--- config.mk ---
export PLATFORM = sky130hd
export DESIGN_NAME = controller
export DESIGN_NICKNAME = d
export VERILOG_FILES = /design/src/cpuPkg.sv /design/src/controller.sv
export SDC_FILE = /design/constraint.sdc
export NUM_CORES = 1
export LEC_CHECK = 0
export ABC_AREA = 1
export BUFFER_PORTS_ARGS = -buffer_cell sky130_fd_sc_hd__buf_2
export CAP_MARGIN = 30
export CORE_AREA = 2 2 39 41
export DETAILED_ROUTE_END_ITERATION = 8
export DIE_AREA = 0 0 41 43
export PLACE_DENSITY = 0.78
export SETUP_SLACK_MARGIN = 0.5
export SYNTH_ARGS = -nofsm -noshare
export SYNTH_HDL_FRONTEND = slang
export SYNTH_SLANG_ARGS = --single-unit
--- constraint.sdc ---
create_clock -name vclk -period 0.82
set_input_delay 0.164 -clock vclk [all_inputs]
set_output_delay 0.164 -clock vclk [all_outputs]
set_load 0.01 [all_outputs]
--- src/cpuPkg.sv ---
package cpuPkg;

    // ----------------------------------------------------------------------
    // widths and memory sizes
    // ----------------------------------------------------------------------

    // data and address word
    localparam int XLEN       = 32;
    // instruction rom words
    localparam int IMEM_DEPTH = 64;
    // data ram words, addressed by bits 11:2
    localparam int DMEM_DEPTH = 1024;
    localparam int SWITCH_W   = 12;
    localparam int LED_W      = 16;

    // ----------------------------------------------------------------------
    // io address map
    // ----------------------------------------------------------------------

    // upper 22 address bits all ones select io space
    localparam logic [21:0] IO_BASE       = 22'h3F_FFFF;
    // low 10 bit offsets inside io space
    localparam logic [9:0]  IO_SWITCH_OFS = 10'h070;
    localparam logic [9:0]  IO_LED_OFS    = 10'h060;
    localparam logic [9:0]  IO_SEG_OFS    = 10'h000;

    // ----------------------------------------------------------------------
    // opcodes and alu codes
    // ----------------------------------------------------------------------

    localparam logic [6:0] OPC_LOAD   = 7'b0000011;
    localparam logic [6:0] OPC_STORE  = 7'b0100011;
    localparam logic [6:0] OPC_RTYPE  = 7'b0110011;
    localparam logic [6:0] OPC_ITYPE  = 7'b0010011;
    localparam logic [6:0] OPC_BRANCH = 7'b1100011;

    // main decode class, refined in the alu
    localparam logic [1:0] ALUOP_ADD    = 2'b00;
    localparam logic [1:0] ALUOP_BRANCH = 2'b01;
    localparam logic [1:0] ALUOP_FUNCT  = 2'b10;

    localparam logic [3:0] ALU_AND = 4'b0000;
    localparam logic [3:0] ALU_OR  = 4'b0001;
    localparam logic [3:0] ALU_ADD = 4'b0010;
    localparam logic [3:0] ALU_SUB = 4'b0110;

endpackage

--- src/controller.sv ---
`timescale 1ns/1ps

module controller
    import cpuPkg::*;
(
    input  logic [XLEN-1:0] inst_i,
    input  logic            zero_i,
    input  logic [XLEN-1:0] aluResult_i,
    output logic [1:0]      aluOp_o,
    output logic            aluSrc_o,
    output logic            memRead_o,
    output logic            memWrite_o,
    output logic            memToReg_o,
    output logic            regWrite_o,
    output logic            ioRead_o,
    output logic            ioWrite_o,
    output logic            branchTaken_o
);

    logic [6:0] opcode;
    logic       isLoad;
    logic       isStore;
    logic       isRType;
    logic       isIType;
    logic       isBranch;
    logic       ioAddr;

    assign opcode = inst_i[6:0];

    // ----------------------------------------------------------------------
    // opcode classes
    // ----------------------------------------------------------------------

    assign isLoad   = (opcode == OPC_LOAD);
    assign isStore  = (opcode == OPC_STORE);
    assign isRType  = (opcode == OPC_RTYPE);
    assign isIType  = (opcode == OPC_ITYPE);
    assign isBranch = (opcode == OPC_BRANCH);

    // effective address lands in io space
    assign ioAddr = (aluResult_i[XLEN-1:10] == IO_BASE);

    // immediate operand for address calc and alu immediates
    assign aluSrc_o   = isLoad | isStore | isIType;
    assign memToReg_o = isLoad;
    assign regWrite_o = isLoad | isRType | isIType;

    // memory access split between ram and io
    assign memRead_o  = isLoad & ~ioAddr;
    assign ioRead_o   = isLoad & ioAddr;
    assign memWrite_o = isStore & ~ioAddr;
    assign ioWrite_o  = isStore & ioAddr;

    always_comb begin
        if (isRType || isIType) begin
            aluOp_o = ALUOP_FUNCT;
        end else if (isBranch) begin
            aluOp_o = ALUOP_BRANCH;
        end else begin
            aluOp_o = ALUOP_ADD;
        end
    end

    // beq only, taken when rs1 - rs2 is zero
    assign branchTaken_o = isBranch & (inst_i[14:12] == 3'b000) & zero_i;

endmodule

**After elaboration in Yosys (flattened, before gate mapping)**

Cells that the tools add are included.

- Logic and storage cells: 21
- Flip-flop bits (word level): 0

- Equality and inequality tests: 6
- Reduce and logical (&&, ||, !) cells: 2
- Bitwise logic cells: 11
- Muxes and demuxes: 2

Operator list:

| operator | number |
|---|---|
| equality test 22 bit, second input constant | 1 |
| equality test 7 x 6 -> 1 bit, second input constant | 2 |
| equality test 7 x 2 -> 1 bit, second input constant | 1 |
| equality test 7 x 5 -> 1 bit, second input constant | 1 |
| equality test 7 bit, second input constant | 1 |
| bitwise AND 1 bit | 6 |
| bitwise OR 1 bit | 4 |
| zero test 3 bit | 1 |
| 2-to-1 mux 2 bit | 1 |
| logical OR 1 bit | 1 |
| 2-to-1 mux 1 bit | 1 |
| NOT 1 bit | 1 |

**Logic depth before layout (Yosys ltp)**

- Depth in word-level cells: 3
- Depth in mapped cells: 6
- Mapped depth without buffers: 6

**Least setup slack after synthesis**

Ideal clock, no wire load.

- Path kind: input to output
- Start point: input port aluResult_i[17]
- End point: output port ioRead_o
- Path slack: -0.055 ns
- Buffers on the path: 0
- Required time: 0.656 ns
- Arrival time: 0.711 ns
- Stages on the path: 6
- Cells stage by stage: nand2_1 -> nor2_1 -> nand2_1 -> nor2_4 -> nand2_2 -> nor2_1

- Word-level cells in the longest chain between the ends: 2

RTL lines:

| what | RTL line | source |
|---|---|---|
| start: declaration | controller.sv:8 | `input logic [XLEN-1:0] aluResult_i,` |
| equality test 22 bit | controller.sv:41 | `assign ioAddr = (aluResult_i[XLEN-1:10] == IO_BASE);` |
| bitwise AND 1 bit | controller.sv:50 | `assign ioRead_o = isLoad & ioAddr;` |
| end: declaration | controller.sv:15 | `output logic ioRead_o,` |

Every way passes these cells.

**Worst setup path after layout**

- Start point: input port aluResult_i[26]
- End point: output port ioRead_o

The elaborated chain is that of the path after synthesis.

==> results.py <==
metrics = {
    "run_status": {
        "status": "finished, violations left",
        "failing_checks": "setup timing",
    },
    "route": {
        "routed_wirelength_um": 1050,
        "ant_nets": 0,
        "wl_per_cell_um": 9.48,
        "avgViaCountPerCell": 4.33,
        "detailroute.via_count": 481,
        "first_pass_iters": 2,
        "first_iter_violations": 1,
        "detail_route.drc_violations": 0,
    },
    "grt": {
        "globalRoute.totalOverflow": 0,
        "largest_net_degree_at_the_start_of_global_routing": 5,
        "grt_antenna_before_repair": 0,
        "first_global_vias": 467,
        "grt_usage": 0.128,
        "grt_pass1_wl_um": 1690,
    },
    "layout": {
        "fin_nets": 162,
        "layout_cell_share_with_drive_strength_beyond_1": 0.874,
        "sequential_cell_area_um2": 0,
        "n_antenna_cell": 0,
        "layout.cells.non_filler": 111,
        "n_sequential_cell": 0,
        "final.clkbuf_count": 0,
        "areaGrowthSynthToFinish_pct": 278,
    },
    "floorplanning": {
        "floorplan.initialDensity": 0.143,
        "fp.dieArea_um2": 1760,
        "std_cell_rows": 14,
        "top_level_ports": 75,
        "die-width_um": 41,
        "die_y_um": 43,
        "core_area_um2": 1380,
    },
    "power_and_ir_drop": {
        "cellLeakagePower_uw": 0.000378,
        "power.density_cell_area_nw_per_um2": 334,
        "worst_case_vdd_ir_drop_mv": 0.173,
    },
    "placement": {
        "dp_hpwl_um": 807,
        "dp.cells": 109,
        "place.port_buffers": 43,
        "finalWeightedCongestion": 0.653,
    },
    "yosys": {
        "synthMostInstantiatedCell": "nand2_1",
        "synth_top_area_share": 0.285,
        "synthesis.yosys.warnings": 0,
        "synth_top_cells_by_area": "nand2_1, nor2_1, inv_1, a21oi_1, nand4_1",
        "yosys-top-cells-count": "nand2_1, nor2_1, inv_1, a21oi_1",
        "yosysUniqueCellTypes": 11,
        "synth_top_area_cell": "nand2_1",
        "synth.net_count": 109,
        "syn_area_um2": 198,
        "post_synthesis_mean_instance_area_um2": 4.49,
        "synth.yosys.seq_area_share": 0,
        "synthesis.instances": 44,
    },
    "sta": {
        "post-route-min-period_ps": 1080,
        "finalCritPeriodShare": 1.32,
        "timing.final.hold_violations": 0,
        "setup_viol_count_final": 10,
        "post_route_setup_slack_ps": -259,
        "timing.max_slew.rel_slack": 0.870,
        "worst_pin_slew_ps": 195,
        "rsz_0062_raised_after_global_routing": "true",
        "max_freq_mhz": 927,
        "final_max_slew_viol_count": 0,
        "finalHoldWorstSlack_ps": 675,
    },
    "worst_setup_path": {
        "critical_path.startpoint_type": "input pin",
        "worstPathRequired_ps": 660,
        "setup.worst_path.class": "in -> out",
        "crit_fanout": 3,
        "endpoint_kind": "primary output",
        "worst-endpoint-arrival_ps": 920,
    },
    "flow_run": {
        "drv_cap": 0,
    },
    "clock_tree": {
        "post_cts_hold_buffer_count": 0,
    },
    "min_path": {
        "hold_path.class": "in -> out",
    },
}
==> worst max-delay path, stage by stage <==
cell and delay, ps:
buf_6 70, nand2_2 50, nor2_2 120, nand2_2 70
nor2_4 130, nand2_2 70, nor2_2 100, buf_2 130
==> kinds of logic (layout without fill, tap and decap cells) <==
family | Yosys count | count (layout) | synth area share
buf+inv | 6 | 57 | 0.114
simple gates | 34 | 34 | 0.785
compound gates | 4 | 4 | 0.101
==> area by class of cell <==
cell class                 instances  area, um2
timing repair buffer              51        398
inverter                           6       43.8
multi-input combinational         38        287
tap                               16       20.0
fill                             144        636
==> routing by layer <==
| metal | global-route usage | wire, um |
|---|---|---|
| met2 | 0.256 | 647 |
| met5 | 0 | 0 |
| met3 | 0 | 83 |
| met1 | 0.139 | 321 |
| met4 | 0.0133 | 0 |
==> metrics by stage <==
step	setup TNS (ps)	instance area (um2)	utilization	setup WS [ps]	power (uW)
global route	-2500	748	0.541	-317	272
finish	-2010	748	0.541	-259	250
global placement	-2330	563	0.407	-263	166
floorplan	-138	283	-	-39.4	56.6
CTS	-2130	644	0.466	-252	209
detailed placement	-2430	563	0.407	-274	172
==> path summary, 6_finish.rpt <==
kind / start / end / slack [ps] / cells after the start
worst min-delay path: inst_i[14] / branchTaken_o / 670 / 4
worst max-delay path: aluResult_i[26] / ioRead_o / -260 / 8
==> cells in the final DEF, fill, tap and decap left out <==
cell and count:
a21oi_2 4, buf_2 24, buf_4 8, buf_6 18, buf_8 1, clkinv_4 1
clkinvlp_4 1, inv_1 2, inv_12 1, inv_2 1, nand2_1 4, nand2_2 8
nand2_4 4, nand3_1 1, nand3b_1 1, nand4_1 2, nor2_1 2, nor2_2 6
nor2_4 4, nor3_2 1, nor3_4 1
==> power by group <==
part           internal [uW]  leakage, uW  switching (uW)
combinational            156     0.000378            93.9
clock                      0            0               0
sequential                 0            0               0
total                    156     0.000378            93.9
==> what timing repair did <==
item | in CTS | in global routing
setup buffers | 0 | 2
endpoints found under the setup margin | 10 | 10
resized for setup | 16 | 25
pin swaps | 4 | 14
No activity file was read; power rests on OpenSTA's default activity.
