### src/cpuPkg.sv
package cpuPkg;

    // ----------------------------------------------------------------------
    // widths and memory sizes
    // ----------------------------------------------------------------------

    // data and address word
    localparam int XLEN       = 32;
    // instruction rom words
    localparam int IMEM_DEPTH = 64;
    // data ram words, addressed by bits 11:2
    localparam int DMEM_DEPTH = 1024;
    localparam int SWITCH_W   = 12;
    localparam int LED_W      = 16;

    // ----------------------------------------------------------------------
    // io address map
    // ----------------------------------------------------------------------

    // upper 22 address bits all ones select io space
    localparam logic [21:0] IO_BASE       = 22'h3F_FFFF;
    // low 10 bit offsets inside io space
    localparam logic [9:0]  IO_SWITCH_OFS = 10'h070;
    localparam logic [9:0]  IO_LED_OFS    = 10'h060;
    localparam logic [9:0]  IO_SEG_OFS    = 10'h000;

    // ----------------------------------------------------------------------
    // opcodes and alu codes
    // ----------------------------------------------------------------------

    localparam logic [6:0] OPC_LOAD   = 7'b0000011;
    localparam logic [6:0] OPC_STORE  = 7'b0100011;
    localparam logic [6:0] OPC_RTYPE  = 7'b0110011;
    localparam logic [6:0] OPC_ITYPE  = 7'b0010011;
    localparam logic [6:0] OPC_BRANCH = 7'b1100011;

    // main decode class, refined in the alu
    localparam logic [1:0] ALUOP_ADD    = 2'b00;
    localparam logic [1:0] ALUOP_BRANCH = 2'b01;
    localparam logic [1:0] ALUOP_FUNCT  = 2'b10;

    localparam logic [3:0] ALU_AND = 4'b0000;
    localparam logic [3:0] ALU_OR  = 4'b0001;
    localparam logic [3:0] ALU_ADD = 4'b0010;
    localparam logic [3:0] ALU_SUB = 4'b0110;

endpackage

### src/instDecode.sv
`timescale 1ns/1ps

module instDecode
    import cpuPkg::*;
(
    input  logic            cpu_clk,
    input  logic            rstN_i,
    input  logic [XLEN-1:0] inst_i,
    input  logic            regWrite_i,
    input  logic            memToReg_i,
    input  logic [XLEN-1:0] aluResult_i,
    input  logic [XLEN-1:0] loadData_i,
    output logic [XLEN-1:0] readData1_o,
    output logic [XLEN-1:0] readData2_o,
    output logic [XLEN-1:0] immediate_o
);

    logic [XLEN-1:0] regFile [32];
    logic [4:0]      rs1;
    logic [4:0]      rs2;
    logic [4:0]      rd;
    logic [6:0]      opcode;
    logic [XLEN-1:0] wbData;

    assign rs1    = inst_i[19:15];
    assign rs2    = inst_i[24:20];
    assign rd     = inst_i[11:7];
    assign opcode = inst_i[6:0];

    // ----------------------------------------------------------------------
    // register file
    // ----------------------------------------------------------------------

    // loads write back memory or io data, the rest the alu result
    assign wbData = memToReg_i ? loadData_i : aluResult_i;

    always_ff @(posedge cpu_clk) begin
        if (!rstN_i) begin
            for (int i = 0; i < 32; i++) begin
                regFile[i] <= '0;
            end
        end else if (regWrite_i && (rd != 5'd0)) begin
            regFile[rd] <= wbData;
        end
    end

    // x0 reads as zero
    assign readData1_o = (rs1 == 5'd0) ? '0 : regFile[rs1];
    assign readData2_o = (rs2 == 5'd0) ? '0 : regFile[rs2];

    // ----------------------------------------------------------------------
    // immediate generation
    // ----------------------------------------------------------------------

    always_comb begin
        case (opcode)
            // s type, split field
            OPC_STORE:  immediate_o = {{20{inst_i[31]}}, inst_i[31:25], inst_i[11:7]};
            // b type, offset in halfwords
            OPC_BRANCH: immediate_o = {{19{inst_i[31]}}, inst_i[31], inst_i[7],
                                       inst_i[30:25], inst_i[11:8], 1'b0};
            // i type covers loads and alu immediates
            default:    immediate_o = {{20{inst_i[31]}}, inst_i[31:20]};
        endcase
    end

endmodule

### config.mk
export PLATFORM = sky130hd
export DESIGN_NAME = instDecode
export DESIGN_NICKNAME = d
export VERILOG_FILES = /design/src/cpuPkg.sv /design/src/instDecode.sv
export SDC_FILE = /design/constraint.sdc
export NUM_CORES = 2
export LEC_CHECK = 0
export BUFFER_PORTS_ARGS = -buffer_cell sky130_fd_sc_hd__buf_2
export CAP_MARGIN = 25
export CORE_ASPECT_RATIO = 1.4
export CORE_MARGIN = 2
export CORE_UTILIZATION = 31
export CTS_BUF_LIST = sky130_fd_sc_hd__clkbuf_4
export CTS_CLUSTER_SIZE = 30
export DETAILED_ROUTE_END_ITERATION = 8
export PLACE_DENSITY = 0.57
export SYNTH_ARGS = -nofsm -noshare
export SYNTH_HDL_FRONTEND = slang
export SYNTH_SLANG_ARGS = --single-unit
export TNS_END_PERCENT = 10
### constraint.sdc
create_clock -name cpu_clk -period 3.5 [get_ports cpu_clk]
set_input_delay 0 -clock cpu_clk [delete_from_list [all_inputs] [get_ports cpu_clk]]
set_output_delay 0 -clock cpu_clk [all_outputs]
set_load 0.1 [all_outputs]
Word level (Yosys, flattened, before mapping). Memories as Yosys holds them, arrays and structs flattened. Index checks and enable logic that the tools add are counted.

Register bits: 0. Bits in latches: 0. Memory bits (writable): 1024. ROM bits: 0. Logic and storage cells: 19. Memories kept: 1.

Memories: regFile (depth 32, width 32, rd ports 2, clocked after memory_dff 0, write ports 32, line instDecode.sv:18) `logic [XLEN-1:0] regFile [32];`.

$add $sub $neg: 0. $mul: 0. Divide/modulo/power cells: 0. Order comparisons: 0. Equality and inequality tests: 2. Shift operators: 0. Multiplexer cells: 11. Bitwise operators: 0. Reductions and logical operators: 5.

Operators with widths (count): 2-to-1 mux 32 bit (4); OR reduction 32 bit (1); one-hot mux 12 bit (2 select lines) (1); logical NOT 5 bit (2); == test 7 x 6 -> 1 bit (second input constant) (1); == test 7 bit (second input constant) (1); 2-to-1 mux 1 bit (5); 2-to-1 mux 5 bit (1); nonzero test 5 bit (1); logical AND 1 bit (1).

Logic depth before layout (Yosys ltp).
Depth after elaboration: 7. Depth in mapped cells: 8. Gate-level depth less buffers: 4.

Least setup slack after synthesis. OpenSTA, ideal clock, no wires.

Path type: input port to output port. Start point: input port inst_i[21]. End point: output port readData2_o[28]. Arrival time: 3508 ps. Required time: 3500 ps. Setup slack: -8 ps. Cell stages on the path: 8. Buffers on the path: 4. Cell sequence: buf_2 > buf_6 > buf_6 > nor2b_4 > buf_6 > a221oi_1 > o21ai_0 > a311oi_1.

Cells in the longest elaborated chain, start to end: 2.

RTL lines: start, declared (line instDecode.sv:8) `input logic [XLEN-1:0] inst_i,`; memory read (32 x 32 bit) or logical NOT 5 bit (tied branches); 2-to-1 mux 32 bit (*) (line instDecode.sv:49) `assign readData2_o = (rs2 == 5'd0) ? '0 : regFile[rs2];`; end, declared (line instDecode.sv:14) `output logic [XLEN-1:0] readData2_o,`.

Mark *: on every way between the ends. The rest lies on a longest branch, timed or not.

==> flow_summary.ini <==
[synth]
yosysMostFrequentCell = edfxtp_1
ys_ff_latch = 1024
netlist_area_um2 = 52700
syn_area_per_cell_um2 = 14.3
yosysSeqAreaShare = 0.584
synth_edf_count = 1024
synthDistinctLibCells = 34
synthTopCellsByArea = edfxtp_1, mux4_2, nor2_1, mux2i_1, clkbuf_1
yosysTopAreaCell = edfxtp_1
synth_commonest_cells = edfxtp_1, nor2_1, mux4_2, clkbuf_1, mux2i_1
synthArstFlopShare = 0
synth_ff_type = edfxtp_1
synthCells = 3691
ys_warn_count = 0
synth.top_cell.area_share = 0.584

[critical_path]
max_stage_delay_ps = 620
required_ps = 3500
cp_cell_sequence = mux4_2 -> o21ai_0 -> a311oi_1 -> buf_4 -> buf_12
slowest_stage = o21ai_0
endpoint_kind = output pin
startpoint = regFile[23][4]
critPathTopFamily = compound AO/OA/AOI/OAI gates
cp.arrival_ps = 3400
crit_type = register to output pin
crit_path_max_fanout = 2
start_kind = register
crit_buf_inv = 2

[clocking]
clk_pin_slew_ps = 70
cts_buffers = 274
clock_sinks = 1024
cts_tree = yes
ctsRootBufferMaster = clkbuf_4
htree_levels = 5
cts_max_path_buffers = 4

[die]
die_w_um = 352
dieArea_um2 = 173000
io_pins = 196
die_h_um = 492
rows = 179
core_area_um2 = 169000
start_util = 0.311

[run_status]
status = finished, final reports clean

[route]
num_vias = 38623
wl_mm = 211
first_pass_iters = 5
drt-initial-drc-count = 4796
drc = 0
drtAntennaViolNets = 0
wl_per_cell_um = 31.9
vias_per_cell = 5.84

[place]
hpwl_mm = 122
port_buffers = 180
gp_congestion = 0.850

[cells_and_area]
regMostFlops = regFile
final_util = 0.376
reg.largest.list = regFile (1024)
largest_register_ffs = 1024
area_growth_pct = 21.0
finalNetCount = 4279
drive_above_1_share = 0.337

[power]
leakage_nw = 21.7
power.density_nw_per_um2 = 475
peakVddDrop_v = 0.000353
fin_total_pwr_w = 0.0303

[sta]
fin_setup_tns_ps = 0
relSlewSlack = 0.322
period_needed_ps = 3400
final_hold_viol_count = 0
finalCritPeriodShare = 0.973
fmax_mhz = 294
worst_pin_slew_ps = 1020
setup_viol = 0
slew_viol_final = 0
whs_ps = 0.0386

[global_routing]
grt_pass1_wl_mm = 292
track_usage = 0.239
grt_max_degree = 74
antenna_found_initial = 6
overflow = 0
first_global_vias = 39491

[hold_path]
hold_path.class = input pin to output pin
hp-start = inst_i[28]

[run]
max-cap-violations = 0
area by class of cell:
| type | count | area [µm²] |
|---|---|---|
| Clock inverter | 54 | 238 |
| Clock buffer | 379 | 2850 |
| Antenna cell | 10 | 25.0 |
| Inverter | 4 | 18.8 |
| Multi-Input combinational cell | 2266 | 20500 |
| Fill cell | 16113 | 106000 |
| Tap cell | 2262 | 2830 |
| Sequential cell | 1024 | 30700 |
| Timing Repair Buffer | 609 | 6470 |
cell usage in the layout, fill, tap and decap left out, types with 3 or more instances in the layout:
master,instances
nand2_1,38
a211oi_1,64
mux2_2,69
edfxtp_1,1024
clkbuf_4,379
buf_6,3
clkinv_2,8
nand2_2,62
o21ai_0,64
nor2b_1,64
mux2i_1,128
nor2_1,998
buf_8,9
buf_4,186
inv_2,3
buf_16,3
diode_2,10
a22oi_1,63
a221oi_1,47
dlygate4sd3_1,170
mux4_2,448
mux2i_2,5
buf_2,110
o2111ai_1,17
conb_1,32
a311oi_1,62
buf_12,127
mux2i_4,27
nor2b_4,4
clkinv_1,44
o21ai_1,48
nor3b_1,3
layer usage:
metal,track usage,part of all wire,up-vias
met4,0.141,0.064,6
li1,-,-,15291
met1,0.280,0.35,19995
met5,0.00639,0.00090,-
met2,0.393,0.48,2619
met3,0.0632,0.10,712
report_power, final:
part	internal [W]	switching, W	total (W)
Clock	0.00503	0.00504	0.0101
Sequential	0.0142	0.000337	0.0145
Combinational	0.00225	0.00345	0.00570
Total	0.0214	0.00883	0.0303
final timing paths:
kind | to | cells after the start
worst min-delay path | immediate_o[8] | 0
worst max-delay path | readData2_o[4] | 5
stage by stage:
stage / cells / area, µm² / setup slack, ps
after floorplan: 3722 / 52800 / -7.59
final: 6608 / 63700 / 95.0
after global routing: 6603 / 63700 / -12.2
after detailed placement: 5964 / 58300 / 594
after CTS: 6583 / 63400 / 20.9
after global placement: 5962 / 58200 / 634
what timing repair did:
item	4_1_cts	5_1_grt
buffers inserted	0	0
endpoints found under the setup margin	3	1
hold endpoints to repair	1512	43
gates resized for setup	3	1
hold buffers	186	5
kinds of logic (layout without fill, tap and decap cells):
kind of cell	after synthesis	count (layout)	synth area share
compound gates	368	368	0.0502
mux	677	677	0.237
other cells	1	42	0.0000712
simple gates	1189	1189	0.0896
buf+inv	432	1046	0.0394
flops	1024	1024	0.584
Note: power is estimated with default switching activity, not from simulation.
