[config.mk]
export PLATFORM = sky130hd
export DESIGN_NAME = alu
export DESIGN_NICKNAME = d
export VERILOG_FILES = /design/src/cpuPkg.sv /design/src/alu.sv
export SDC_FILE = /design/constraint.sdc
export NUM_CORES = 1
export LEC_CHECK = 0
export BUFFER_PORTS_ARGS = -buffer_cell sky130_fd_sc_hd__buf_4
export CAP_MARGIN = 40
export CORE_ASPECT_RATIO = 0.6
export CORE_MARGIN = 8
export CORE_UTILIZATION = 46
export DETAILED_ROUTE_END_ITERATION = 6
export MAX_ROUTING_LAYER = met4
export PLACE_DENSITY = 0.78
export SYNTH_ARGS = -nofsm -noshare
export SYNTH_HDL_FRONTEND = slang
export SYNTH_SLANG_ARGS = --single-unit
export TNS_END_PERCENT = 20
[constraint.sdc]
create_clock -name vclk -period 14.25
set_input_delay 4.275 -clock vclk [all_inputs]
set_output_delay 4.275 -clock vclk [all_outputs]
set_load 0.01 [all_outputs]
[src/cpuPkg.sv]
package cpuPkg;

    // ----------------------------------------------------------------------
    // widths and memory sizes
    // ----------------------------------------------------------------------

    // data and address word
    localparam int XLEN       = 32;
    // instruction rom words
    localparam int IMEM_DEPTH = 64;
    // data ram words, addressed by bits 11:2
    localparam int DMEM_DEPTH = 1024;
    localparam int SWITCH_W   = 12;
    localparam int LED_W      = 16;

    // ----------------------------------------------------------------------
    // io address map
    // ----------------------------------------------------------------------

    // upper 22 address bits all ones select io space
    localparam logic [21:0] IO_BASE       = 22'h3F_FFFF;
    // low 10 bit offsets inside io space
    localparam logic [9:0]  IO_SWITCH_OFS = 10'h070;
    localparam logic [9:0]  IO_LED_OFS    = 10'h060;
    localparam logic [9:0]  IO_SEG_OFS    = 10'h000;

    // ----------------------------------------------------------------------
    // opcodes and alu codes
    // ----------------------------------------------------------------------

    localparam logic [6:0] OPC_LOAD   = 7'b0000011;
    localparam logic [6:0] OPC_STORE  = 7'b0100011;
    localparam logic [6:0] OPC_RTYPE  = 7'b0110011;
    localparam logic [6:0] OPC_ITYPE  = 7'b0010011;
    localparam logic [6:0] OPC_BRANCH = 7'b1100011;

    // main decode class, refined in the alu
    localparam logic [1:0] ALUOP_ADD    = 2'b00;
    localparam logic [1:0] ALUOP_BRANCH = 2'b01;
    localparam logic [1:0] ALUOP_FUNCT  = 2'b10;

    localparam logic [3:0] ALU_AND = 4'b0000;
    localparam logic [3:0] ALU_OR  = 4'b0001;
    localparam logic [3:0] ALU_ADD = 4'b0010;
    localparam logic [3:0] ALU_SUB = 4'b0110;

endpackage

[src/alu.sv]
`timescale 1ns/1ps

module alu
    import cpuPkg::*;
(
    input  logic [XLEN-1:0] readData1_i,
    input  logic [XLEN-1:0] readData2_i,
    input  logic [XLEN-1:0] immediate_i,
    input  logic            aluSrc_i,
    input  logic [1:0]      aluOp_i,
    input  logic [2:0]      funct3_i,
    input  logic [6:0]      funct7_i,
    output logic [XLEN-1:0] aluResult_o,
    output logic            zero_o
);

    logic [3:0]      aluCtrl;
    logic [XLEN-1:0] operandB;

    // ----------------------------------------------------------------------
    // alu control
    // ----------------------------------------------------------------------

    always_comb begin
        aluCtrl = ALU_ADD;
        case (aluOp_i)
            ALUOP_BRANCH: aluCtrl = ALU_SUB;
            ALUOP_FUNCT: begin
                case (funct3_i)
                    // funct7 only meaningful for r type, imm bits otherwise
                    3'b000:  aluCtrl = (!aluSrc_i && funct7_i[5]) ? ALU_SUB : ALU_ADD;
                    3'b110:  aluCtrl = ALU_OR;
                    3'b111:  aluCtrl = ALU_AND;
                    default: aluCtrl = ALU_ADD;
                endcase
            end
            default: aluCtrl = ALU_ADD;
        endcase
    end

    // ----------------------------------------------------------------------
    // datapath
    // ----------------------------------------------------------------------

    assign operandB = aluSrc_i ? immediate_i : readData2_i;

    always_comb begin
        case (aluCtrl)
            ALU_SUB: aluResult_o = readData1_i - operandB;
            ALU_AND: aluResult_o = readData1_i & operandB;
            ALU_OR:  aluResult_o = readData1_i | operandB;
            default: aluResult_o = readData1_i + operandB;
        endcase
    end

    assign zero_o = (aluResult_o == '0);

endmodule

## After elaboration in Yosys (flattened, before gate mapping)

Index checks and enable logic that the tools add are counted.

- Register bits: 0
- Input bits: 109
- Output and inout bits: 33
- Word-level logic and storage cells: 20

- $add $sub $neg: 2
- Equality and inequality tests: 6
- Muxes and demuxes: 5
- Bitwise gates (word level): 2
- Reduce and logical (&&, ||, !) cells: 5

Operators by type and width:

| operator | count |
|---|---|
| 32-bit one-hot mux with 3 select lines | 1 |
| 32-bit adder | 1 |
| 32-bit AND | 1 |
| 32-bit logical NOT | 1 |
| 32-bit two-way mux | 1 |
| 32-bit bitwise OR | 1 |
| 32-bit subtractor | 1 |
| 3-bit one-hot mux with 3 select lines | 1 |
| 3-bit == test, second input constant | 2 |
| 3-bit one-hot mux with 2 select lines | 1 |
| 4-bit by 1-bit == test with 1-bit output, second input constant | 1 |
| 4-bit by 3-bit == test with 1-bit output, second input constant | 1 |
| 4-bit logical NOT | 1 |
| 3-bit logical NOT | 1 |
| 3-bit two-way mux | 1 |
| 2-bit by 1-bit == test with 1-bit output, second input constant | 1 |
| 2-bit == test, second input constant | 1 |
| 1-bit logical AND | 1 |
| 1-bit logical NOT | 1 |

## Depth between registers and ports, before layout

Gate-level depths: netlist of run 1.

- Depth in word-level cells: 8
- Depth in mapped cells: 24
- Depth with buffers taken out: 20

## Worst setup path before layout of run 1

OpenSTA, ideal clock, no wires.

- Path type: input to output
- From: in aluSrc_i
- To: out zero_o
- Arrival time: 9370 ps
- Required time: 9975 ps
- Setup slack: 605 ps
- Stages: 23
- Path buffers: 7
- Cell sequence: buf_6 -> buf_12 -> buf_6 -> buf_2 -> buf_2 -> clkbuf_1 -> mux2i_1 -> ha_1 -> nand4_1 -> nor2_1 -> a31oi_1 -> xor2_1 -> ha_1 -> clkbuf_1 -> and3_1 -> and3_1 -> and2_1 -> a2111o_1 -> o211a_1 -> or4b_1 -> nor3_1 -> nand4b_1 -> nor4b_2

- Cells in the longest elaborated chain, start to end: 8
- Elaborated cells between the ends (all ways): 15
- Classes of those cells: add/sub (2); eq/ne (2); mux (5); bitwise (2); reduce/logical (4)

RTL lines:

| what | RTL line | RTL |
|---|---|---|
| start: declaration | alu.sv:9 | `input logic aluSrc_i,` |
| parallel branches: the longest is 6 deep, another holds 32-bit adder | n/a |  |
| 32-bit one-hot mux with 3 select lines * | alu.sv:48 | `case (aluCtrl)` |
| net aluResult_o[28] | alu.sv:13 | `output logic [XLEN-1:0] aluResult_o,` |
| 32-bit logical NOT * | alu.sv:56 | `assign zero_o = (aluResult_o == '0);` |
| end: declaration | alu.sv:14 | `output logic zero_o` |

Mark *: on every way through the listed nets, which the timed path passes.

## Worst setup path in the final report of run 1

- From: in aluSrc_i
- To: out zero_o

- Cells in the longest elaborated chain, start to end: 8
- Elaborated cells between the ends (all ways): 15
- Classes of those cells: add/sub (2); eq/ne (2); mux (5); bitwise (2); reduce/logical (4)

RTL lines:

| what | RTL line |
|---|---|
| parallel branches: the longest is 6 deep, another holds 32-bit adder | n/a |
| 32-bit one-hot mux with 3 select lines * | alu.sv:48 |
| 32-bit logical NOT * | alu.sv:56 |

Every way passes the cells marked *.

==> reports/metrics.yaml, run 1 <==
status: "finished, final reports clean"
postRouteWirelength_um: 18500
hold_path.class: "input port to primary output"
timing.final.crit_share_pct: 98.2
syn2layout_area_growth_pct: 25.2
layout_commonest_cell: "buf_4"
firstDrtPassIters: 5
num_vias: 5649
port_buffers: 136
io-pin-count: 142
crit_type: "input port to primary output"
register_area_um2: 0
dp_hpwl_um: 15700
grt_max_degree: 31
max_freq_mhz: 71.4
rsz0062_at_grt: "no"
max_cap_violations: 0
yosys_warnings: 0
routedWlPerCell_um: 20.9
die_x_um: 141
synthAdderAreaFrac_pct: 13.0
start_kind: "input port"
gp_congestion: 1.07
via_per_inst: 6.37
critPathCapture: "zero_o"
synth_compound_area_share_pct: 33.2
worstPathRequired_ps: 9970
grt_pass1_vias: 5130
wl_met3_um: 2700
cp_data_arrival_time_ps: 9730
setup_viol: 0
layout.nets: 904
wl_met2_um: 6750
avgSynthCellArea_um2: 6.69
fin_setup_tns_ps: 0
drtAntennaViolNets: 0
worstMarginPinSlew_ps: 838
core.rowCount: 27
fp.dieH_um: 91.1
whs_path_depth: 4
yosysSeqAreaShare_pct: 0
core_area_um2: 9160
finalMaxSlewViolations: 0
synthXorXnorAreaFrac_pct: 8.91
drc: 0
synth_simple_gate_area_share_pct: 27.4
synthCells: 647
highest_layer: "met4"
synth_top_family_by_area: "compound AO/OA/AOI/OAI gates"
syn_nets: 793
start_util_pct: 47.3
synthMuxAreaShare_pct: 11.1
m1WireLength_um: 8820
cp-startpoint: "aluSrc_i"
layout_common_cells: "145 x buf_4, 70 x nor2_1, 60 x a21oi_1"
path_max_fanout: 26
hold_violations: 0
grt_pass1_wl_um: 28200
netlist_area_um2: 4330
antenna_found_initial: 1
grt_overflow_total: 0
multi_input_area_um2: 4060
final.min_clock_period_ps: 14000
ys_types: 87
critical_path.endpoint_type: "primary output"
maxSlewHeadroom_pct: 42.5
die_area_um2: 12900
grtUsageTotal_pct: 27.5
drtIter0Drc: 656
seq_cells: 0
drive_gt1_share_pct: 24.3
n_clock_buffer: 0
fill_cells: 879
cell type report:
class	instances	area share, %
Inverter	21	1.45
Multi-Input combinational cell	588	74.9
Tap cell	130	3.00
Antenna cell	1	0.0462
Timing Repair Buffer	147	20.6
worst min-delay path by stage:
stage / from / end / slack [ps]
after floorplan: readData1_i[13] / aluResult_o[13] / 8730
after global placement: readData1_i[13] / aluResult_o[13] / 8990
after detailed placement: readData1_i[16] / aluResult_o[16] / 8970
after CTS: readData1_i[13] / aluResult_o[13] / 8980
after global routing: readData1_i[13] / aluResult_o[13] / 9000
final: readData1_i[13] / aluResult_o[13] / 8980
Yosys cell counts, types with 5 or more instances:
master    instances  area share [%]
maj3_1            7             1.6
a21o_1           17             2.9
a211oi_1         15             2.6
ha_1             36              10
xnor2_1          22             4.5
nor3b_1           5            0.87
nor4_1            7             1.0
inv_1            20             1.7
a21oi_1          60             6.9
nand4_1          11             1.6
nand3_1          14             1.6
nor3_1           22             2.5
nor2_1           70             6.1
mux2_2           12             3.1
o31ai_1           6             1.0
clkbuf_1         24             2.1
nor2b_1           6            0.87
o21ai_0          54             6.2
o211ai_1          9             1.6
and2_1            5            0.72
mux2i_1          28             6.5
o22ai_1           5            0.72
xor2_1           22             4.5
nand2_1          58             5.0
critical path, cell delays in order:
cell and delay (ps):
buf_4 180, buf_4 350, buf_6 290, mux2_2 380
nor2_1 270, nand2_1 90, nor2_1 270, a31oi_1 150
xnor2_1 380, ha_1 380, and3_1 240, and3_1 260
and2_1 190, a2111o_1 410, o211a_1 140, or4b_1 580
nor3_1 230, nand4b_1 210, nor4b_2 270, buf_4 160
cell families after synthesis:
logic type,Yosys count
simple gates,234
compound gates,220
buf+inv,59
fa+ha+maj,46
xor+xnor,44
mux,44
metrics by stage:
step	cell area, µm²	setup slack (ps)	hold WS (ps)	cells	util, %
finish	5420	250	8980	887	59.2
floorplan	4330	605	8730	647	-
global route	5420	85.1	9000	887	59.2
detailed placement	5410	430	8970	886	59.1
CTS	5410	400	8980	886	59.1
global placement	5400	479	8990	885	58.9
repair_timing:
item | CTS | global route
gates resized for setup | 0 | 1
hold buffers | 0 | 0
buffers inserted | 0 | 0
setup endpoints to repair | 0 | 1
layer usage:
layer  up-vias  global-route usage, %
li1       2647                      -
met4         0                   3.38
met1      2594                   40.4
met2       379                   35.6
met3        29                   8.83
met5         -                      -
==> run 2: changes to the inputs <==
--- a/config.mk
+++ b/config.mk
@@ -8,7 +8,7 @@
 export BUFFER_PORTS_ARGS = -buffer_cell sky130_fd_sc_hd__buf_4
 export CAP_MARGIN = 40
 export CORE_ASPECT_RATIO = 0.6
-export CORE_MARGIN = 8
+export CORE_MARGIN = 2
 export CORE_UTILIZATION = 46
 export DETAILED_ROUTE_END_ITERATION = 6
 export MAX_ROUTING_LAYER = met4
==> run 2 against run 1 <==
Against the previous run: maximum frequency grew 0.48%; setup slack gained 66 ps; count of clock-buffer cells in the layout is the same; first-iteration DRC count grew 14%; via count grew 0.78%; hold slack lost 19 ps; critical path depth shrank 3; critical endpoint unchanged; wire length shrank 2.7%; global-route usage grew 6.6 points; sequential cell count is the same; largest cell class unchanged; highest routed layer unchanged; core utilization grew 0.29 points.
==> reports/metrics.yaml, run 2 (same netlist as run 1, synthesis figures left out) <==
cp.depth: 17  # -15%
hold_path.class: "input port to primary output"
layout.nets: 904  # unchanged
start_util_pct: 47.3  # unchanged
maxSlewHeadroom_pct: 45.3  # +2.8 points
postRouteWirelength_um: 18000  # -2.7%
die_x_um: 129  # -8.5%
cp_slowest_stage_delay_ps: 580  # about the same
dp_hpwl_um: 15100  # -3.3%
grt_pass1_wl_um: 26700  # -5.2%
grt_max_degree: 33  # +6.5%
place_area_um2: 5410  # unchanged
start_kind: "input port"
critical_path.endpoint_type: "primary output"
register_area_um2: 0  # unchanged
routedWlPerCell_um: 20.3  # -2.6%
worstMarginPinSlew_ps: 798  # -40.2 ps
finalMaxSlewViolations: 0  # unchanged
finalInstanceArea_um2: 5440  # +0.48%
cp_data_arrival_time_ps: 9660  # -70 ps
port_buffers: 136  # unchanged
power_uw: 394
core_area_um2: 9160  # unchanged
ir_worst_vdd_mv: 0.0299
drtIter0Drc: 751  # +14%
fp.dieH_um: 79.1  # -13%
drc: 0  # unchanged
seq_cells: 0  # unchanged
die_area_um2: 10200  # -21%
worstPathRequired_ps: 9970  # about the same
drtAntennaViolNets: 0  # unchanged
cts_hold_buf: 0  # unchanged
num_vias: 5693  # +0.78%
worst_hold_slack_ps: 8960  # -19.1 ps
max_cap_violations: 0  # unchanged
whs_path_depth: 4  # unchanged
layout_commonest_cell: "buf_4"
hold_violations: 0  # unchanged
n_antenna_cell: 0  # -1
n_clock_buffer: 0  # unchanged
gp_congestion: 1.09  # +1.9%
grt_overflow_total: 0  # unchanged
cp_slowest_cell: "or4_1"
io-pin-count: 142  # unchanged
setup_viol: 0  # unchanged
post_cts_buffers: 0  # unchanged
rsz0062_at_grt: "no"
antenna_found_initial: 0  # -1
syn2layout_area_growth_pct: 25.8
cp_num_buf_inv: 2  # -2
firstDrtPassIters: 7  # +2
grt_pass1_vias: 4870  # -5.1%
grtUsageTotal_pct: 34.2  # +6.6 points
critPathTopFamily: "simple AND/OR/NAND/NOR gates"
core.rowCount: 27  # unchanged
drive_gt1_share_pct: 25.0  # +0.66 points
crit_type: "input port to primary output"
status: "finished, final reports clean"
max_freq_mhz: 71.8  # +0.48%
p_leak_uw: 0.00237
layout_common_cells: "145 x buf_4, 70 x nor2_1, 60 x a21oi_1"
worstPathCellList: "buf_4, mux2i_1, ha_1, nor2_1, xnor2_1, ha_1, a211oi_1, o21ai_0, a21oi_1, xor2_1, a21oi_1, or4_1, or4b_1, nor3_1, nand4b_1, nor4b_2, buf_4"
via_per_inst: 6.43  # +0.89%
p_per_area_nw_per_um2: 72.4
path_max_fanout: 31  # +19%
final.min_clock_period_ps: 13930  # -66.3 ps
timing.final.crit_share_pct: 97.8  # -0.47 points
fin_setup_tns_ps: 0  # unchanged
run 2: changes by cell type in the layout (fill, tap and decap cells not counted):
| cell | previous run | this run |
|---|---|---|
| mux2i_2 | 1 | 3 |
| o41ai_2 | 1 | 2 |
| o41ai_1 | 4 | 3 |
| diode_2 | 1 | 0 |
| nor4b_2 | 1 | 2 |
| xor2_1 | 22 | 21 |
| nor4b_1 | 1 | 0 |
| xor2_2 | 0 | 1 |
| mux2i_1 | 28 | 26 |
run 2: final cells by class:
class	instances	area, µm²
fillers	871	3710
well taps	130	163
multi-input cells	588	4090
repair buffers	147	1110
inverters	21	78.8
run 2: metrics by stage:
stage	std cells	util [%]	worst slack, ps
floorplan	647	-	605
global placement	885	58.9	507
detailed placement	886	59.1	369
CTS	886	59.1	333
global route	886	59.5	16.0
finish	886	59.5	316
run 2: metal layers:
metal | wire (µm) | up-vias | GRT usage, % | part of all wire (%)
li1 | - | 2659 | - | -
met1 | 8710 | 2631 | 54.3 | 48
met2 | 6430 | 390 | 42.3 | 36
met3 | 2780 | 13 | 10.0 | 15
met4 | 108 | 0 | 1.52 | 0.60
met5 | 0 | - | - | 0
run 2: final timing paths:
kind,start,to,slack [ps]
min,readData1_i[13],aluResult_o[13],8960
max,aluSrc_i,zero_o,320
run 2: repair_timing:
action | 4_1_cts | 5_1_grt
setup endpoints to repair | 0 | 2
endpoints found under the hold margin | 0 | 0
gates resized for setup | 0 | 6
run 2: report_power, final:
part           total [µW]  internal, µW  switching, µW  leakage (µW)
clock network           0             0              0             0
logic                 394           165            229       0.00237
registers               0             0              0             0
No activity file was read; power rests on OpenSTA's default activity.
==> run 3: changes to the inputs <==
--- a/config.mk
+++ b/config.mk
@@ -7,12 +7,14 @@
 export LEC_CHECK = 0
 export BUFFER_PORTS_ARGS = -buffer_cell sky130_fd_sc_hd__buf_4
 export CAP_MARGIN = 40
+export CELL_PAD_IN_SITES_DETAIL_PLACEMENT = 1
+export CELL_PAD_IN_SITES_GLOBAL_PLACEMENT = 1
 export CORE_ASPECT_RATIO = 0.6
-export CORE_MARGIN = 2
-export CORE_UTILIZATION = 46
+export CORE_MARGIN = 5
+export CORE_UTILIZATION = 37
 export DETAILED_ROUTE_END_ITERATION = 6
 export MAX_ROUTING_LAYER = met4
-export PLACE_DENSITY = 0.78
+export PLACE_DENSITY = 0.88
 export SYNTH_ARGS = -nofsm -noshare
 export SYNTH_HDL_FRONTEND = slang
 export SYNTH_SLANG_ARGS = --single-unit
==> run 3 against run 2 <==
Against the previous run: hold slack improved by 49 ps; setup slack got worse by 190 ps; core utilization decreased by 12 points; wire length increased by 15%; die area increased by 37%; maximum frequency decreased by 1.4%; critical endpoint unchanged; combinational power increased by 2%; count of clock-buffer cells in the layout unchanged.
==> reports/metrics.yaml, run 3 (same netlist as run 1, synthesis figures left out) <==
status: "finished, final reports clean"
grt_pass1_vias: 5485  # +13%
grt_pass1_wl_um: 31000  # +16%
max_cap_violations: 0  # unchanged
grt_overflow_total: 0  # unchanged
antenna_found_initial: 0  # unchanged
layout_commonest_cell: "buf_4"
drive_gt1_share_pct: 24.5  # -0.46 points
seq_cells: 0  # unchanged
worstHoldStart: "readData1_i[13]"
die_area_um2: 14000  # +37%
start_util_pct: 38.0  # -9.2 points
path_max_fanout: 30  # -3.2%
p_per_area_nw_per_um2: 73.5  # +1.6%
io-pin-count: 142  # unchanged
cp_data_arrival_time_ps: 9850  # +190 ps
seq_power_share_pct: 0  # unchanged
whs_endpoint: "aluResult_o[13]"
die_x_um: 150  # +16%
port_buffers: 136  # unchanged
num_vias: 5732  # +0.69%
fill_cells: 1504  # +73%
core.rowCount: 30  # +11%
firstDrtPassIters: 5  # -2
layout_common_cells: "145 x buf_4, 70 x nor2_1, 60 x a21oi_1"
setup_viol: 0  # unchanged
hold_violations: 0  # unchanged
via_per_inst: 6.27  # -2.4%
finalMaxSlewViolations: 0  # unchanged
postRouteWirelength_um: 20700  # +15%
layout.nets: 902  # -0.22%
grtUsageTotal_pct: 28.6  # -5.6 points
switching_power_uw: 237  # +3.5%
p_clk_share_pct: 0  # unchanged
maxSlewHeadroom_pct: 49.8  # +4.6 points
whs_path_depth: 4  # unchanged
gp_congestion: 0.985  # -9.5%
crit_type: "input port to primary output"
p_leak_uw: 0.00235  # -0.77%
routedWlPerCell_um: 22.6  # +11%
worstPathCellList: "buf_4, buf_4, buf_4, mux2i_2, nand2_1, nor2_1, a31oi_1, xnor2_1, ha_1, and3_1, and3_1, and2_1, a2111o_1, o211a_1, or4b_1, nor3_1, nand4b_1, nor4b_2, buf_4"
cp_slowest_stage_delay_ps: 570  # about the same
register_area_um2: 0  # unchanged
hold_path.class: "input port to primary output"
p_int_uw: 163  # -1.1%
n_antenna_cell: 0  # unchanged
drtIter0Drc: 434  # -42%
cp_common_cell: "buf_4"
worstPathRequired_ps: 9970  # about the same
syn2layout_area_growth_pct: 25.8  # about the same
rsz0062_at_grt: "no"
max_freq_mhz: 70.8  # -1.4%
drtAntennaViolNets: 0  # unchanged
worstMarginPinSlew_ps: 743  # -55.2 ps
ir_worst_vdd_mv: 0.0341  # +14%
combPwrFrac_pct: 100.0  # about the same
fin_setup_tns_ps: 0  # unchanged
n_clock_buffer: 0  # unchanged
start_kind: "input port"
fin_util_pct: 47.9  # -12 points
core_area_um2: 11400  # +24%
cts_hold_buf: 0  # unchanged
fp.dieH_um: 93.8  # +19%
critical_path.endpoint_type: "primary output"
timing.final.crit_share_pct: 99.1  # +1.4 points
cp_slowest_cell: "or4b_1"
dp_hpwl_um: 17500  # +16%
grt_max_degree: 46  # +39%
final.min_clock_period_ps: 14130  # +194 ps
switching_share_pct: 59.2  # +1.1 points
drc: 0  # unchanged
-- run 3: cell count changes in the layout (fill, tap and decap cells not counted), sizes merged --
| cell | previous run | this run |
|---|---|---|
| buf | 147 | 145 |
-- run 3: worst max-delay path: cells and delay by family --
family,cells,cell delay [ps]
and+or+nand+nor,9,2380
buffers and inverters,4,1110
AOI/OAI and AO/OA,3,730
muxes,1,530
xor gates and xnor gates,1,450
adders and majority gates,1,390
-- run 3: cell type report --
cell class	instances	area [µm²]	share of cell area [%]
multi-input cells	588	4080	74.9
repair buffers	145	1090	20.0
well taps	160	200	3.68
inverters	21	78.8	1.45
-- run 3: how the worst max path moves through the flow --
stage	slack, ps	from	cells past startpoint	endpoint
floorplan	610	aluSrc_i	23	zero_o
global placement	560	aluSrc_i	19	zero_o
detailed placement	380	aluSrc_i	19	zero_o
CTS	360	aluSrc_i	19	zero_o
global route	9	aluSrc_i	22	zero_o
finish	120	aluSrc_i	19	zero_o
-- run 3: stage by stage --
stage	std cells	hold slack, ps	cell area (µm²)	power [µW]	setup WS (ps)
after floorplan	647	8730	4330	235	605
after global placement	914	9000	5430	373	562
after detailed placement	914	8990	5430	387	376
after CTS	914	9000	5430	389	362
after global routing	914	9030	5440	426	9.02
final	914	9010	5440	400	122
-- run 3: repair_timing --
action | CTS | global route
endpoints found under the setup margin | 0 | 1
setup buffers | 0 | 0
resized for setup | 0 | 3
-- run 3: power by group through the flow --
stage               registers [µW]  logic, µW  clock network [µW]
CTS                              0        389                   0
global placement                 0        373                   0
floorplan                        0        235                   0
global route                     0        426                   0
finish                           0        400                   0
detailed placement               0        387                   0
-- run 3: layer usage --
metal / part of all wire [%] / track usage, % / vias to the layer above / wire length, µm
met3: 12 / 6.85 / 11 / 2510
met4: 0.64 / 1.98 / 0 / 133
met1: 49 / 43.5 / 2787 / 10000
met2: 39 / 39.1 / 289 / 7990
met5: 0 / - / - / 0
li1: - / - / 2645 / -
